===== src/include/dispatch_consts.svh =====
`ifndef DISPATCH_CONSTS_SVH
`define DISPATCH_CONSTS_SVH

// datapath widths
`define DATA_W 32
`define PREG_W 6
`define AREG_W 5
`define ROB_W 5
`define PC_W 32

// unit class codes, 2'b00 is unused
`define ALU_TYPE 2'd1
`define LSU_TYPE 2'd2
`define MDU_TYPE 2'd3

// issue queue geometry
`define IQ_DEPTH 8
`define IQ_NUM 4
`define IQ_ID_W 2

// queue indices
`define IQ_ALU0 0
`define IQ_ALU1 1
`define IQ_LSU 2
`define IQ_MDU 3

`endif


===== src/hw/dispatch_pkg.sv =====
`include "dispatch_consts.svh"

package dispatch_pkg;

    typedef logic [`DATA_W-1:0] word_t;
    typedef logic [`PREG_W-1:0] preg_t;
    typedef logic [`AREG_W-1:0] areg_t;
    typedef logic [`ROB_W-1:0]  rob_id_t;
    typedef logic [1:0]         itype_t;

    // one instruction as handed over by rename
    typedef struct packed {
        logic               r_valid;
        itype_t             inst_type;
        areg_t              areg;
        preg_t              preg;
        logic               w_reg;
        logic               w_mem;
        logic [`PC_W-1:0]   pc;
        rob_id_t            rob_id;
        preg_t [1:0]        src_preg;
        logic  [1:0]        use_imm;
        // arf data already good for this source
        logic  [1:0]        data_valid;
        word_t [1:0]        arf_data;
        word_t              data_imm;
    } rename_slot_t;

    typedef struct packed {
        logic   w_reg;
        preg_t  w_preg;
        word_t  w_data;
    } cdb_t;

    typedef struct packed {
        logic   rob_complete;
        word_t  rob_data;
    } rob_read_t;

    // allocation view sent to the rob
    typedef struct packed {
        logic               issue;
        itype_t             inst_type;
        areg_t              areg;
        preg_t              preg;
        preg_t [1:0]        src_preg;
        logic [`PC_W-1:0]   pc;
        logic               w_reg;
        logic               w_mem;
        rob_id_t            rob_id;
    } dispatch_rob_t;

    typedef struct packed {
        rob_id_t            rob_id;
        preg_t              preg;
        itype_t             inst_type;
        logic  [1:0]        src_ready;
        preg_t [1:0]        src_preg;
        word_t [1:0]        src_data;
    } iq_entry_t;

    typedef struct packed {
        logic                   valid;
        logic [`IQ_ID_W-1:0]    iq_id;
        rob_id_t                rob_id;
        preg_t                  preg;
        word_t [1:0]            src_data;
    } issue_t;

endpackage


===== src/hw/issue_arbiter.sv =====
`timescale 1ns/1ps
`include "dispatch_consts.svh"

module issue_arbiter import dispatch_pkg::*; (
    input  logic                          clk,
    input  logic                          arst_n_i,
    input  logic                          flush_i,
    input  logic      [`IQ_NUM-1:0]       head_valid_i,
    input  iq_entry_t [`IQ_NUM-1:0]       head_i,
    output logic      [`IQ_NUM-1:0]       pop_o,
    output issue_t    [1:0]               issue_o
);

    localparam int QID_W = `IQ_ID_W;

    logic [QID_W-1:0]      rr_q;
    logic [QID_W-1:0]      rr_d;
    logic [1:0][QID_W-1:0] port_sel;
    logic [1:0]            port_vld;
    logic [1:0]            vld_q;
    issue_t [1:0]          issue_d;
    issue_t [1:0]          pay_q;

    // scan from the pointer, first two ready heads win
    always_comb begin
        logic [QID_W-1:0] idx;
        logic [1:0]       n_grant;
        pop_o    = '0;
        port_sel = '0;
        port_vld = '0;
        rr_d     = rr_q;
        n_grant  = '0;
        for (int i = 0; i < `IQ_NUM; i++) begin
            idx = rr_q + QID_W'(i);
            if (head_valid_i[idx] && n_grant < 2'd2 && !flush_i) begin
                pop_o[idx]            = 1'b1;
                port_sel[n_grant[0]] = idx;
                port_vld[n_grant[0]] = 1'b1;
                rr_d                  = idx + 1'b1;
                n_grant               = n_grant + 2'd1;
            end
        end
    end

    always_comb begin
        for (int p = 0; p < 2; p++) begin
            issue_d[p].valid    = port_vld[p];
            issue_d[p].iq_id    = port_sel[p];
            issue_d[p].rob_id   = head_i[port_sel[p]].rob_id;
            issue_d[p].preg     = head_i[port_sel[p]].preg;
            issue_d[p].src_data = head_i[port_sel[p]].src_data;
        end
    end

    always_ff @(posedge clk or negedge arst_n_i) begin
        if (!arst_n_i) begin
            rr_q  <= '0;
            vld_q <= '0;
        end else begin
            rr_q  <= rr_d;
            vld_q <= port_vld;
        end
    end

    always_ff @(posedge clk) begin
        pay_q <= issue_d;
    end

    always_comb begin
        issue_o = pay_q;
        for (int p = 0; p < 2; p++) begin
            issue_o[p].valid = vld_q[p];
        end
    end

endmodule


===== config.mk =====
export PLATFORM = sky130hd
export DESIGN_NAME = issue_arbiter
export DESIGN_NICKNAME = d
export VERILOG_FILES = /design/src/hw/dispatch_pkg.sv /design/src/hw/issue_arbiter.sv
export VERILOG_INCLUDE_DIRS = /design/src /design/src/include
export SDC_FILE = /design/constraint.sdc
export NUM_CORES = 1
export LEC_CHECK = 0
export ABC_AREA = 1
export BUFFER_PORTS_ARGS = -buffer_cell sky130_fd_sc_hd__clkbuf_2
export CAP_MARGIN = 30
export CORE_AREA = 2 2 209 211
export DETAILED_ROUTE_END_ITERATION = 7
export DIE_AREA = 0 0 211 213
export SYNTH_ARGS = -nofsm -noshare
export SYNTH_HDL_FRONTEND = slang
export SYNTH_SLANG_ARGS = --single-unit
export TNS_END_PERCENT = 10

===== constraint.sdc =====
create_clock -name clk -period 3.4 [get_ports clk]
set_input_delay 0.68 -clock clk [delete_from_list [all_inputs] [get_ports clk]]
set_output_delay 0.68 -clock clk [all_outputs]
set_load 0.02 [all_outputs]

# Yosys cells after proc, flatten, opt, wreduce, memory -nomap -nowiden
# Cells that the tools add are included.
[op_classes]
n_div = 0
magnitude_cmp = 19
mul = 0
add_sub_neg = 8
n_eq_ne = 0
n_shift = 0
mux = 54
n_reduce_logical = 16
n_bitwise = 6
[op_table]
columns = ["cell", "count"]
rows = [
  ["$bmux 91 s2", 2],
  ["$mux 91", 2],
  ["$mux 4", 7],
  ["$mux 2", 13],
  ["$lt 2x3->1 const B", 6],
  ["$logic_and 1x1->1", 14],
  ["$mux 1", 13],
  ["$add 2x1->2 const B", 6],
  ["$bwmux 4", 3],
  ["$or 4x4->4", 3],
  ["$bmux 1 s2", 4],
  ["$demux 1 s2", 4],
  ["$ge 2x1->1 const B", 4],
  ["$demux 2 s1", 3],
  ["$lt 1x2->1 const B", 3],
  ["$lt 2x2->1 const B", 3],
  ["$add 2x2->2 const B", 2],
  ["$or 2x2->2", 2],
  ["$reduce_bool 4->1", 1],
  ["$demux 1 s1", 3],
  ["$ge 1x1->1 const B", 3],
  ["$or 1x2->2", 1],
  ["$logic_not 1->1", 1],
]
[totals]
latch_bits = 0
rom_bits = 0
ff_bits = 158
output_inout_bits = 160
elab_cells = 115
n_memories = 0
ramBits = 0
inputBits = 371

# Logic depth before layout (Yosys ltp)
[depth]
word_depth = 20
ltp_mapped = 21
ltp_nobuf = 18

# Worst setup path after synthesis
# OpenSTA, ideal clock, no wires.
[synth_timing]
kind = "register -> output"
startpoint = "register rr_q[0]"
endpoint = "output pop_o[0]"
path_slack_ns = 0.240
stages_incl_launch_ff = 13
arrival_ns = 2.480
path_buffers = 1
required_ns = 2.720
path_cell_list = "dfrtp_1 buf_6 inv_6 ha_1 inv_1 nand3_1 nand3_2 inv_2 ha_1 nor2_1 nand4_2 nand3_4 o21ai_0"
[synth_between]
elab_chain_len = 16
word_cells_on_any_way = 53
cone_classes = "add/sub: 5; order compare: 11; mux: 23; bitwise: 3; reduce/logical: 11"
[synth_lines]
columns = ["element", "line", "source"]
rows = [
  ["from (decl)", "issue_arbiter.sv:16", "logic [QID_W-1:0] rr_q;"],
  ["from (signal assigned)", "issue_arbiter.sv:60", "rr_q <= rr_d;"],
  ["$bmux 1 s2", "issue_arbiter.sv:35", "if (head_valid_i[idx] && n_grant < 2'd2 && !flush_i) begin"],
  ["$mux 1 (not written as such)", "issue_arbiter.sv:35", ""],
  ["$logic_and 1x1->1", "issue_arbiter.sv:35", ""],
  ["$mux 1", "issue_arbiter.sv:35", ""],
  ["$lt 2x2->1", "issue_arbiter.sv:35", ""],
  ["$logic_and 1x1->1 (2 in a row)", "issue_arbiter.sv:35", ""],
  ["$mux 2", "issue_arbiter.sv:35", ""],
  ["$lt 2x2->1", "issue_arbiter.sv:35", ""],
  ["$logic_and 1x1->1 (2 in a row)", "issue_arbiter.sv:35", ""],
  ["$mux 2", "issue_arbiter.sv:35", ""],
  ["$lt 2x2->1", "issue_arbiter.sv:35", ""],
  ["$logic_and 1x1->1 (2 in a row)", "issue_arbiter.sv:35", ""],
  ["$mux 4 (*)", "issue_arbiter.sv:35", ""],
  ["to (decl)", "issue_arbiter.sv:10", "output logic [`IQ_NUM-1:0] pop_o,"],
]
# Every way passes the cells marked *; elsewhere a longest branch is shown, timed or not. The select of a mux whose other input is x is not followed.

# Worst setup path after layout
[layout_timing]
startpoint = "register rr_q[0]"
endpoint = "output pop_o[2]"
# Same word-level chain as after synthesis.

==> impl_metrics.json <==
{
  "critical_path_required_ns": 2.72,
  "critPathMaxStageDelay_ns": 0.44,
  "place_area_mm2": 0.0134,
  "path_clk_slew_ns": 0.07,
  "vdd_drop_max_uv": 847,
  "syn_area_per_cell_um2": 5.92,
  "dr.max_layer_used": "met4",
  "syn_to_final_growth_pct": 36.6,
  "power.total_mw": 20.8,
  "grt_util_all_layers": 0.189,
  "cts_tree": "done",
  "finalMaxSlewViolations": 0,
  "postRouteWirelength_mm": 44.2,
  "drive_gt1_frac": 0.269,
  "synth-seq-cells": 158,
  "setup_slack_ns": 0.122,
  "p_leak_nw": 8.43,
  "ant_nets": 0,
  "cts_buffers": 17,
  "maxCapViolCount": 0,
  "wire_per_inst_um": 16.3,
  "finalCriticalPeriod_ns": 3.28,
  "clock_skew_ns": 0.0147,
  "cts_max_level": 4,
  "die_area_mm2": 0.0449,
  "finalNonFillerCells": 2716,
  "cp_max_fo": 10,
  "place.gp.congestion": 0.884,
  "synthCells": 1755,
  "fin_area_mm2": 0.0142,
  "grt_max_degree": 80,
  "ys_warn_count": 0,
  "hold_path_class": "in2reg",
  "drt_pre_antenna_iters": 5,
  "io_pins": 531,
  "final_cell_mix": "nand3_1 (611), nand2_1 (470), clkbuf_2 (465), inv_1 (313), dfxtp_1 (154)",
  "grt_pass1_vias": 12663,
  "core_mm2": 0.0427,
  "start_kind": "flip-flop",
  "worstPathArrival_ns": 2.60,
  "critPathTopFamily": "buffers and inverters",
  "path_cells": "inv_6, buf_12, nand2_1, nand3_2, nand3_2, buf_4, ha_1, inv_1, nand4_2, nand3_4, inv_2, nand2_1, nand2_1, clkbuf_2",
  "initial_core_util": 0.243,
  "post-route-period-util": 0.964,
  "antenna_found_initial": 0,
  "cp_slowest_cell": "dfrtp_2",
  "grt_pass1_wl_mm": 67.0,
  "nNetsFinal": 2539,
  "setup_tns_ns": 0,
  "finalSetupViolCount": 0,
  "numPortBuffers": 466,
  "worst_path_most_repeated_cell": "nand2_1",
  "syn_nets": 2136,
  "synth_cell_types": 30,
  "slew_headroom": 0.696,
  "crit_type": "reg2out",
  "grt_overflow": 0,
  "clk_path_buf_depth": 2,
  "hold_viol_final": 0,
  "drt_iter0_markers": 1288,
  "clkLatencyLatePin_ns": 0.49,
  "powerDensity_mw_per_mm2": 1470,
  "timing.fmax_mhz": 305,
  "status": "complete, no violations",
  "vias": 13110,
  "dp.cells": 2677,
  "hold_ws_ns": 0.500,
  "final_common_cell": "nand3_1",
  "diodes": 0,
  "final_util": 0.332,
  "root_buffer": "clkbuf_16",
  "critPathBufInv": 6,
  "rows": 76,
  "place_ws_ns": 0.106,
  "die_w_um": 211,
  "remaining_drc_errors": 0,
  "hpwl_mm": 30.9,
  "met3_wirelength_mm": 4.03,
  "wl_met1_mm": 17.8,
  "worst_pin_slew_ns": 0.457,
  "clock-sinks": 158,
  "seq_area_frac_synth": 0.307,
  "syn_area_mm2": 0.0104,
  "wl_met2_mm": 20.8,
  "critPathCaptureType": "output port",
  "via_per_inst": 4.83,
  "die_h_um": 213
}
[worst min-delay path: stages]
cell	delay, ns
clkbuf_2	0.08
inv_1	0.04
nand2_1	0.06
nand3_1	0.06
nand2_1	0.05
[final cells by class]
type	instances	area, µm²
Clock buffer	21	460
Clock inverter	10	186
Multi-Input combinational cell	1144	5440
Sequential cell	158	3180
Tap cell	546	683
Timing Repair Buffer	513	3010
Fill cell	4677	28500
Inverter	324	1230
[power by group]
part | leakage (nW) | total, mW | internal, mW | switching [mW]
Combinational | 6.78 | 15.3 | 4.99 | 10.3
Clock | 0.305 | 2.20 | 1.33 | 0.869
Sequential | 1.35 | 3.38 | 3.07 | 0.308
Total | 8.43 | 20.8 | 9.39 | 11.5
[timing repair]
action                                  in CTS  in global routing
pin swaps                                    0                  4
endpoints found under the setup margin       4                  4
buffers inserted                             0                  7
hold buffers                                 1                  0
hold endpoints to repair                     4                  0
gates resized for setup                     14                  6
[per-layer routing]
| layer | vias to the layer above | track usage |
|---|---|---|
| met3 | 113 | 0.0565 |
| met4 | 0 | 0.0957 |
| met2 | 733 | 0.304 |
| met5 | - | 0 |
| li1 | 6308 | - |
| met1 | 5956 | 0.230 |
[synth_stat cells, drive strengths merged]
master	n	share of area
nand3	620	0.30
nand2	480	0.18
inv	324	0.12
dfxtp	154	0.30
buf	105	0.053
clkbuf	24	0.0087
ha	10	0.012
o21ai	10	0.0055
nor2	9	0.0052
nand4	5	0.0042
dfrtp	4	0.0096
a21oi	2	0.00096
a221oi	2	0.0017
o211ai	2	0.0014
o22ai	2	0.0012
a2bb2oi	1	0.00084
xor2	1	0.00084
[kinds of logic after synthesis]
kind of cell | synth area share
AO/OA/AOI/OAI | 0.0117
XOR/XNOR | 0.000844
adder cells (fa/ha/maj) | 0.0120
buffers and inverters | 0.179
flip-flops | 0.307
AND/OR/NAND/NOR | 0.490
[flip-flops by register name, indices dropped and copies added (netlist names)]
signal / flops
rr_q: 2
issue_o: 154
vld_q: 2
[final timing paths]
| path | from | endpoint | slack [ns] | cells past startpoint |
|---|---|---|---|---|
| worst max-delay path | rr_q[0] | pop_o[2] | 0.12 | 14 |
| worst min-delay path | head_i[141] | issue_o[128] | 0.50 | 5 |
| worst max register to register | rr_q[0] | issue_o[47] | 0.18 | 18 |
| worst min register to register | rr_q[1] | rr_q[1] | 0.76 | 2 |
| max in group asynchronous | arst_n_i | rr_q[0] | 2.70 | 2 |
| min in group asynchronous | arst_n_i | vld_q[1] | 0.53 | 2 |
(Power assumes the default switching activity.)
