## src/include/dispatch_consts.svh

```systemverilog
`ifndef DISPATCH_CONSTS_SVH
`define DISPATCH_CONSTS_SVH

// datapath widths
`define DATA_W 32
`define PREG_W 6
`define AREG_W 5
`define ROB_W 5
`define PC_W 32

// unit class codes, 2'b00 is unused
`define ALU_TYPE 2'd1
`define LSU_TYPE 2'd2
`define MDU_TYPE 2'd3

// issue queue geometry
`define IQ_DEPTH 8
`define IQ_NUM 4
`define IQ_ID_W 2

// queue indices
`define IQ_ALU0 0
`define IQ_ALU1 1
`define IQ_LSU 2
`define IQ_MDU 3

`endif

```

## src/hw/dispatch_pkg.sv

```systemverilog
`include "dispatch_consts.svh"

package dispatch_pkg;

    typedef logic [`DATA_W-1:0] word_t;
    typedef logic [`PREG_W-1:0] preg_t;
    typedef logic [`AREG_W-1:0] areg_t;
    typedef logic [`ROB_W-1:0]  rob_id_t;
    typedef logic [1:0]         itype_t;

    // one instruction as handed over by rename
    typedef struct packed {
        logic               r_valid;
        itype_t             inst_type;
        areg_t              areg;
        preg_t              preg;
        logic               w_reg;
        logic               w_mem;
        logic [`PC_W-1:0]   pc;
        rob_id_t            rob_id;
        preg_t [1:0]        src_preg;
        logic  [1:0]        use_imm;
        // arf data already good for this source
        logic  [1:0]        data_valid;
        word_t [1:0]        arf_data;
        word_t              data_imm;
    } rename_slot_t;

    typedef struct packed {
        logic   w_reg;
        preg_t  w_preg;
        word_t  w_data;
    } cdb_t;

    typedef struct packed {
        logic   rob_complete;
        word_t  rob_data;
    } rob_read_t;

    // allocation view sent to the rob
    typedef struct packed {
        logic               issue;
        itype_t             inst_type;
        areg_t              areg;
        preg_t              preg;
        preg_t [1:0]        src_preg;
        logic [`PC_W-1:0]   pc;
        logic               w_reg;
        logic               w_mem;
        rob_id_t            rob_id;
    } dispatch_rob_t;

    typedef struct packed {
        rob_id_t            rob_id;
        preg_t              preg;
        itype_t             inst_type;
        logic  [1:0]        src_ready;
        preg_t [1:0]        src_preg;
        word_t [1:0]        src_data;
    } iq_entry_t;

    typedef struct packed {
        logic                   valid;
        logic [`IQ_ID_W-1:0]    iq_id;
        rob_id_t                rob_id;
        preg_t                  preg;
        word_t [1:0]            src_data;
    } issue_t;

endpackage

```

## src/hw/p_dispatch.sv

```systemverilog
`timescale 1ns/1ps
`include "dispatch_consts.svh"

module p_dispatch import dispatch_pkg::*; (
    input  rename_slot_t  [1:0]              rename_i,
    input  logic                             rename_valid_i,
    output logic                             rename_ready_o,
    input  cdb_t          [1:0]              cdb_i,
    input  rob_read_t     [3:0]              rob_read_i,
    input  logic                             flush_i,
    input  logic          [`IQ_NUM-1:0]      iq_free2_i,
    output dispatch_rob_t [1:0]              dispatch_rob_o,
    output logic          [`IQ_NUM-1:0][1:0] iq_wr_en_o,
    output iq_entry_t     [`IQ_NUM-1:0][1:0] iq_wr_o
);

    logic            accept;
    logic [3:0]      cdb_hit;
    word_t [3:0]     cdb_data;
    logic [3:0]      opnd_ready;
    word_t [3:0]     opnd_data;
    iq_entry_t [1:0] entry;

    // every queue must take a full pair
    assign rename_ready_o = (&iq_free2_i) & ~flush_i;
    assign accept         = rename_valid_i & rename_ready_o;

    always_comb begin
        for (int i = 0; i < 2; i++) begin
            dispatch_rob_o[i].issue     = rename_i[i].r_valid & accept;
            dispatch_rob_o[i].inst_type = rename_i[i].inst_type;
            dispatch_rob_o[i].areg      = rename_i[i].areg;
            dispatch_rob_o[i].preg      = rename_i[i].preg;
            dispatch_rob_o[i].src_preg  = rename_i[i].src_preg;
            dispatch_rob_o[i].pc        = rename_i[i].pc;
            dispatch_rob_o[i].w_reg     = rename_i[i].w_reg;
            dispatch_rob_o[i].w_mem     = rename_i[i].w_mem;
            dispatch_rob_o[i].rob_id    = rename_i[i].rob_id;
        end
    end

    // source s belongs to slot s/2, operand s%2
    always_comb begin
        for (int s = 0; s < 4; s++) begin
            cdb_hit[s]  = 1'b0;
            cdb_data[s] = '0;
            for (int p = 0; p < 2; p++) begin
                if (cdb_i[p].w_reg && cdb_i[p].w_preg == rename_i[s / 2].src_preg[s % 2]) begin
                    cdb_hit[s]  = 1'b1;
                    cdb_data[s] = cdb_i[p].w_data;
                end
            end
        end
    end

    // arf/imm first, then same-cycle cdb, then rob
    always_comb begin
        for (int s = 0; s < 4; s++) begin
            if (rename_i[s / 2].data_valid[s % 2]) begin
                opnd_ready[s] = 1'b1;
                opnd_data[s]  = rename_i[s / 2].use_imm[s % 2] ? rename_i[s / 2].data_imm
                                                               : rename_i[s / 2].arf_data[s % 2];
            end else if (cdb_hit[s]) begin
                opnd_ready[s] = 1'b1;
                opnd_data[s]  = cdb_data[s];
            end else begin
                opnd_ready[s] = rob_read_i[s].rob_complete;
                opnd_data[s]  = rob_read_i[s].rob_data;
            end
        end
    end

    always_comb begin
        for (int i = 0; i < 2; i++) begin
            entry[i].rob_id    = rename_i[i].rob_id;
            entry[i].preg      = rename_i[i].preg;
            entry[i].inst_type = rename_i[i].inst_type;
            entry[i].src_preg  = rename_i[i].src_preg;
            entry[i].src_ready = opnd_ready[i * 2 +: 2];
            entry[i].src_data  = {opnd_data[i * 2 + 1], opnd_data[i * 2]};
        end
    end

    // alu split by destination parity, lsu/mdu take both slots
    always_comb begin
        iq_wr_en_o = '0;
        for (int i = 0; i < 2; i++) begin
            if (accept && rename_i[i].r_valid) begin
                case (rename_i[i].inst_type)
                    `ALU_TYPE: begin
                        if (rename_i[i].preg[0]) begin
                            iq_wr_en_o[`IQ_ALU1][i] = 1'b1;
                        end else begin
                            iq_wr_en_o[`IQ_ALU0][i] = 1'b1;
                        end
                    end
                    `LSU_TYPE: iq_wr_en_o[`IQ_LSU][i] = 1'b1;
                    `MDU_TYPE: iq_wr_en_o[`IQ_MDU][i] = 1'b1;
                    default: ;
                endcase
            end
        end
    end

    // all queues see the same pair, enables pick
    always_comb begin
        for (int q = 0; q < `IQ_NUM; q++) begin
            iq_wr_o[q] = entry;
        end
    end

endmodule

```

## config.mk

```make
export PLATFORM = sky130hd
export DESIGN_NAME = p_dispatch
export DESIGN_NICKNAME = d
export VERILOG_FILES = /design/src/hw/dispatch_pkg.sv /design/src/hw/p_dispatch.sv
export VERILOG_INCLUDE_DIRS = /design/src /design/src/include
export SDC_FILE = /design/constraint.sdc
export NUM_CORES = 1
export LEC_CHECK = 0
export BUFFER_PORTS_ARGS = -buffer_cell sky130_fd_sc_hd__buf_4
export CELL_PAD_IN_SITES_DETAIL_PLACEMENT = 1
export CELL_PAD_IN_SITES_GLOBAL_PLACEMENT = 1
export CORE_AREA = 8 8 543 545
export DETAILED_ROUTE_END_ITERATION = 10
export DIE_AREA = 0 0 551 553
export PLACE_DENSITY = 0.37
export REMOVE_ABC_BUFFERS = 1
export SLEW_MARGIN = 20
export SYNTH_ARGS = -nofsm -noshare
export SYNTH_HDL_FRONTEND = slang
export SYNTH_SLANG_ARGS = --single-unit
```

## constraint.sdc

```tcl
create_clock -name vclk -period 6.1
set_input_delay 1.22 -clock vclk [all_inputs]
set_output_delay 1.22 -clock vclk [all_outputs]
set_load 0.1 [all_outputs]
```

# ---- After elaboration in Yosys (flattened, before gate mapping)
# Index checks and enable logic that the tools add are counted.
dict set report word_totals {
  reg_bits 0
  inputBits 546
  output_inout_bits 867
  word_cells 86
}
dict set report classes {
  n_eq_ne 14
  muxes 56
  bitwise 5
  n_reduce_logical 11
}
# cell n
set op_table {}
lappend op_table {{32-bit 2-to-1 mux} 20}
lappend op_table {{6-bit equality test} 8}
lappend op_table {{1-bit 2-to-1 mux} 36}
lappend op_table {{1-bit logical AND} 10}
lappend op_table {{2-bit equality test, second input constant} 4}
lappend op_table {{1-bit AND} 4}
lappend op_table {{2-bit by 1-bit equality test with 1-bit output, second input constant} 2}
lappend op_table {{4-bit AND reduction} 1}
lappend op_table {{1-bit NOT} 1}

# ---- Logic depth before layout (Yosys ltp)
# Gate-level depths: netlist of run 1.
dict set report logic_depth {
  word_depth 6
  depth_mapped 9
  ltp_nobuf 5
}

# ---- Least setup slack after synthesis of run 1
# No wires, ideal clock.
dict set report synth_timing {
  path_type {input-to-output}
  start {input iq_free2_i[2]}
  end {output iq_wr_en_o[2] in the netlist's numbering}
  arrival_ps 6020
  required_ps 4880
  slack_ps -1140
  cell_stages 5
  n_path_buf 0
  path_cell_list {nand4_1 > nor2_1 > and3_1 > nand2_1 > nor3b_1}
}
# item line_no
set synth_lines {}
lappend synth_lines {{start, declared} p_dispatch.sv:11} ;# input logic [`IQ_NUM-1:0] iq_free2_i,
lappend synth_lines {{end, declared} p_dispatch.sv:13} ;# output logic [`IQ_NUM-1:0][1:0] iq_wr_en_o,

==> flow_summary_export.csv, run 1 <==
group,metric,value,unit
sta,hold_viol_final,0,
run_status,outcome,"completed",
cts,cts-hold-fix-buffers,0,
yosys,synthesis.area,0.0113,sq mm
cts,cts_resized,0,
setup_path,start_kind,"primary input",
setup_path,cp_data_arrival_time,4.37,ns
floorplan,die_x,551,um
setup_path,slowest_stage,"a21oi_1",
grt,grt_pass1_wl,250000,um
routing,ant_nets,0,
grt,track_usage,13.3,%
setup_path,path_max_fanout,12,
routing,drtIter0Drc,848,
grt,grt_pass1_vias,15200,
yosys,yosysUniqueCellTypes,30,
setup_path,critical_path.max_stage_delay,0.82,ns
cells_and_area,drive_gt1_share,64.4,%
cts,cts_setup_buffers,0,
setup_path,worstPathRequired,4.88,ns
sta,finalCritPeriodShare,91.6,%
cells_and_area,n_clock_buffer,0,
sta,min_period,5.59,ns
floorplan,core_area,0.286,sq mm
yosys,yosys_warnings,0,
job,cap_violations,0,
yosys,avgSynthCellArea,7.13,sq um
sta,rsz0062_at_grt,"no",
routing,post-route-drc-count,0,
sta,slew_headroom,31.3,%
routing,post_drt_via_cell_ratio,2.41,
cells_and_area,synthToLayoutAreaGrowth,79.1,%
setup_path,cp_common_cell,"buf_4",
sta,tns,0,ns
placed_design,dpl_cell_area,0.0201,sq mm
cells_and_area,fin_util,7.06,%
floorplan,ios,1413,
yosys,ys_seq_area_share,0,%
floorplan,rows,197,
placed_design,pre_cts_slack,0.395,ns
cells_and_area,seq_cell_count,0,
routing,vias,14200,
cells_and_area,final_design_area_no_fill,0.0202,sq mm
yosys,synth_top_area_share,48.5,%
grt,antenna_found_initial,82,
sta,layout_setup_ws,0.514,ns
sta,final_max_slew_viol_count,0,
setup_path,crit_type,"primary input to primary output",
worst_hold_path,min_path_type,"primary input to primary output",
setup_path,path_buf_inv,5,
grt,overflow,0,
yosys,synth_area_leaders,"buf_4 48%, mux2i_1 20%, o31ai_1 8.5%",
cells_and_area,register_area,0,sq um
placed_design,place.gp.congestion,0.737,
sta,setup_viol,0,
floorplan,start_util,3.94,%
setup_path,endpoint_kind,"primary output",
setup_path,crit_path_cell_trace,"buf_4, xnor2_1, nand4_1, nor4_4, buf_12, buf_4, mux2i_1, a21oi_1, buf_4, buf_4",
yosys,yosysTopAreaCell,"buf_4",
routing,firstDrtPassIters,5,
cells_and_area,nets,2617,
placed_design,port_buffers,1137,
sta,worstMarginPinSlew,1.03,ns
sta,clock.fmax,179,MHz
floorplan,die_h,553,um
grt,grt_max_degree,42,
setup_path,cp_top_family,"buffers and inverters",
routing,drt-total-wl,215000,um
placed_design,place_hpwl,195000,um
floorplan,die-area,0.305,sq mm
yosys,syn-instance-count,1583,
routing,wl_per_cell,36.6,um
worst paths after layout:
| check | start | to | cells after the start |
|---|---|---|---|
| worst min-delay path | rename_i[122] | dispatch_rob_o[12] | 0 |
| worst max-delay path | rename_i[265] | iq_wr_o[280] | 10 |
routing by layer:
layer / up-vias / track usage (%) / wire length, um
met3: 138 / 8.59 / 32700
met4: 52 / 1.39 / 2630
li1: 5682 / - / -
met5: - / 4.73 / 2190
met1: 6837 / 16.5 / 91100
met2: 1463 / 19.3 / 86500
cell usage in the layout (no fill, tap or decap):
cell type / instances
nand3_1: 1
mux2i_1: 221
inv_1: 2
a21oi_1: 83
and3_1: 4
nor2_4: 1
nor3_1: 2
a21oi_2: 13
nand2_1: 194
nor2b_4: 4
nor2_1: 7
buf_8: 1
mux2_2: 2
o31ai_1: 128
buf_12: 13
a31oi_1: 30
diode_2: 29
buf_6: 4
nor4_4: 3
buf_4: 1285
or4_4: 4
nor3b_1: 2
mux2i_2: 1
xnor2_1: 27
nand4_1: 9
o21ai_0: 2
and3b_1: 2
xor2_1: 21
or2_4: 1
o211a_1: 2
synthesized netlist by cell type, drive strengths merged:
| library cell | instances |
|---|---|
| a21oi | 96 |
| a31oi | 30 |
| and3 | 4 |
| and3b | 2 |
| buf | 765 |
| clkbuf | 52 |
| inv | 2 |
| mux2 | 2 |
| mux2i | 222 |
| nand2 | 194 |
| nand3 | 1 |
| nand4 | 9 |
| nor2 | 8 |
| nor2b | 4 |
| nor3 | 2 |
| nor3b | 2 |
| nor4 | 3 |
| o211a | 2 |
| o21ai | 2 |
| o31ai | 128 |
| or2 | 1 |
| or4 | 4 |
| xnor2 | 27 |
| xor2 | 21 |
metrics by stage:
stage                     instances  hold WS (ns)
after floorplan                 766          2.44
after global placement         5845          2.44
after detailed placement       5850          2.44
after CTS                      5850          2.44
after global routing           5853          2.44
final                          5879          2.44
cell families (layout without fill, tap and decap cells):
| group | after synthesis | count (layout) | share of synthesized area (%) |
|---|---|---|---|
| AO/OA/AOI/OAI | 258 | 258 | 14.7 |
| XOR/XNOR | 48 | 48 | 3.72 |
| buffers and inverters | 819 | 1305 | 52.6 |
| multiplexers | 224 | 224 | 19.9 |
| other | 0 | 29 | 0 |
| AND/OR/NAND/NOR | 234 | 234 | 9.10 |
cell type report:
cell class,instances,area (sq um)
Tap cell,3781,4730
Inverter,2,7.51
Timing Repair Buffer,1303,9970
Antenna cell,29,72.6
Fill cell,34500,266000
Multi-Input combinational cell,764,5440
==> inputs of run 2 (changes only) <==
- REMOVE_ABC_BUFFERS: 1 -> unset
==> run 2 against run 1 <==
  * Setup slack got worse by 0.013 ns
  * Clock-buffer cell count did not move
  * Non-clock buffer count fell by 79
  * Die area did not move
  * Global-route usage fell by 2.3 points
  * Worst hold slack got worse by 0.0015 ns
  * Fmax fell by 0.24%
  * Critical endpoint is now iq_wr_o[664]
  * Highest routed layer unchanged
==> flow_summary_export.csv, run 2 (synthesized netlist as in run 1, its figures left out) <==
group,metric,value,unit
run_status,outcome,"completed",
placed_design,place.gp.congestion,0.823,
power_and_ir_drop,combPwrFrac,100.0,%
cells_and_area,register_area,0,sq um
routing,highest_layer,"met5",
sta,hold_viol_final,0,
power_and_ir_drop,powerDensity,238,mW/mm^2
sta,tns,0,ns
routing,vias,13200,
setup_path,endpoint_kind,"primary output",
sta,slew_headroom,16.6,%
yosys,synthesis.nets,2129,
routing,m1WireLength,74500,um
cells_and_area,fin_util,6.87,%
power_and_ir_drop,ir_worst_vdd,0.105,mV
sta,worstMarginPinSlew,1.24,ns
floorplan,start_util,3.94,%
routing,drtIter0Drc,828,
grt,antenna_found_initial,49,
cells_and_area,synthToLayoutAreaGrowth,74.3,%
power_and_ir_drop,switching_power,3.85,mW
setup_path,path_max_fanout,17,
routing,post-route-drc-count,0,
sta,final_max_slew_viol_count,0,
floorplan,ios,1413,
cells_and_area,n_clock_buffer,0,
power_and_ir_drop,seqPwrFrac,0,%
job,cap_violations,0,
grt,track_usage,11.0,%
worst_hold_path,min_to,"dispatch_rob_o[15]",
placed_design,place_hpwl,163000,um
setup_path,worstPathRequired,4.88,ns
worst_hold_path,whs_path_depth,0,
sta,setup_viol,0,
sta,clock.fmax,179,MHz
cells_and_area,stdcell_count,5779,
cts,cts_setup_buffers,0,
cells_and_area,multi_input_area,0.00551,sq mm
power_and_ir_drop,leakagePower,7.95,nW
sta,rsz0062_at_grt,"no",
setup_path,start_kind,"primary input",
routing,firstDrtPassIters,5,
grt,grt_pass1_wl,211000,um
cells_and_area,layout_commonest_cell,"buf_4",
routing,dr_wl_met3,19300,um
floorplan,core_area,0.286,sq mm
grt,grt_max_degree,46,
floorplan,die_x,551,um
setup_path,cp_data_arrival_time,4.38,ns
grt,grt_pass1_vias,14300,
sta,finalCritPeriodShare,91.8,%
grt,overflow,0,
floorplan,die-area,0.305,sq mm
cts,cts-hold-fix-buffers,0,
power_and_ir_drop,sw_frac_of_total,82.2,%
sta,min_period,5.60,ns
cells_and_area,drive_gt1_share,63.4,%
cells_and_area,seq_cell_count,0,
sta,whs,2.44,ns
cells_and_area,nets,2538,
power_and_ir_drop,power,4.69,mW
power_and_ir_drop,power.internal,0.833,mW
routing,dr_wl_met2,82700,um
cells_and_area,fillCellCount,34500,
routing,drt-total-wl,180000,um
floorplan,die_h,553,um
worst_hold_path,hp-start,"rename_i[125]",
setup_path,crit_type,"primary input to primary output",
placed_design,port_buffers,1137,
routing,wl_per_cell,31.1,um
routing,post_drt_via_cell_ratio,2.29,
cells_and_area,final_cell_mix,"1204 x buf_4, 217 x mux2i_1, 194 x nand2_1",
power_and_ir_drop,clkPwrFrac,0,%
floorplan,rows,197,
placed_design,dp_cells,5771,
worst_hold_path,min_path_type,"primary input to primary output",
cts,cts_resized,0,
routing,ant_nets,0,
-- run 2: changes by cell type in the layout (fill, tap and decap cells not counted), sizes merged --
cell   previous run  this run
diode            29         8
buf            1303      1224
-- run 2: worst max-delay path by stage --
stage | depth (start not counted) | to | startpoint | slack, ns
detailed placement | 10 | iq_wr_o[513] | rename_i[273] | 0.40
floorplan | 5 | iq_wr_en_o[2] | iq_free2_i[2] | 0.29
global route | 8 | iq_wr_o[664] | rename_i[267] | 0.37
global placement | 7 | iq_wr_o[658] | cdb_i[71] | -0.34
CTS | 10 | iq_wr_o[513] | rename_i[273] | 0.39
finish | 8 | iq_wr_o[664] | rename_i[268] | 0.50
-- run 2: metal layers --
layer / vias up / GRT usage, %
li1: 5476 / -
met5: - / 0
met3: 188 / 4.44
met1: 6527 / 13.5
met2: 1024 / 18.5
met4: 26 / 1.62
-- run 2: worst max-delay path, cell delays in order --
cell,delay [ns]
buf_4,0.17
xnor2_1,0.15
nand4_1,0.28
or4_4,0.59
nor2b_4,0.28
buf_4,0.36
a21oi_1,0.79
buf_4,0.46
-- run 2: layout make-up --
cell class	count	share of cell area, %
Multi-Input combinational cell	764	28.0
Inverter	2	0.0381
Tap cell	3781	24.0
Timing Repair Buffer	1224	47.8
Antenna cell	8	0.102
-- run 2: power groups by stage --
| stage | Combinational (mW) | Clock (mW) | Sequential [mW] |
|---|---|---|---|
| 4_1_cts | 4.78 | 0 | 0 |
| 3_5_place_dp | 4.77 | 0 | 0 |
| 3_3_place_gp | 4.77 | 0 | 0 |
| 6_report | 4.69 | 0.0000000610 | 0 |
| 5_1_grt | 4.82 | 0.0000000889 | 0 |
| 2_1_floorplan | 4.12 | 0 | 0 |
-- run 2: per-stage QoR --
step	worst slack [ns]	area, sq um
after floorplan	0.286	11300
after global placement	-0.338	19500
after detailed placement	0.401	19700
after CTS	0.390	19700
after global routing	0.374	19700
final	0.501	19700
Note: power is estimated with default switching activity, not from simulation.
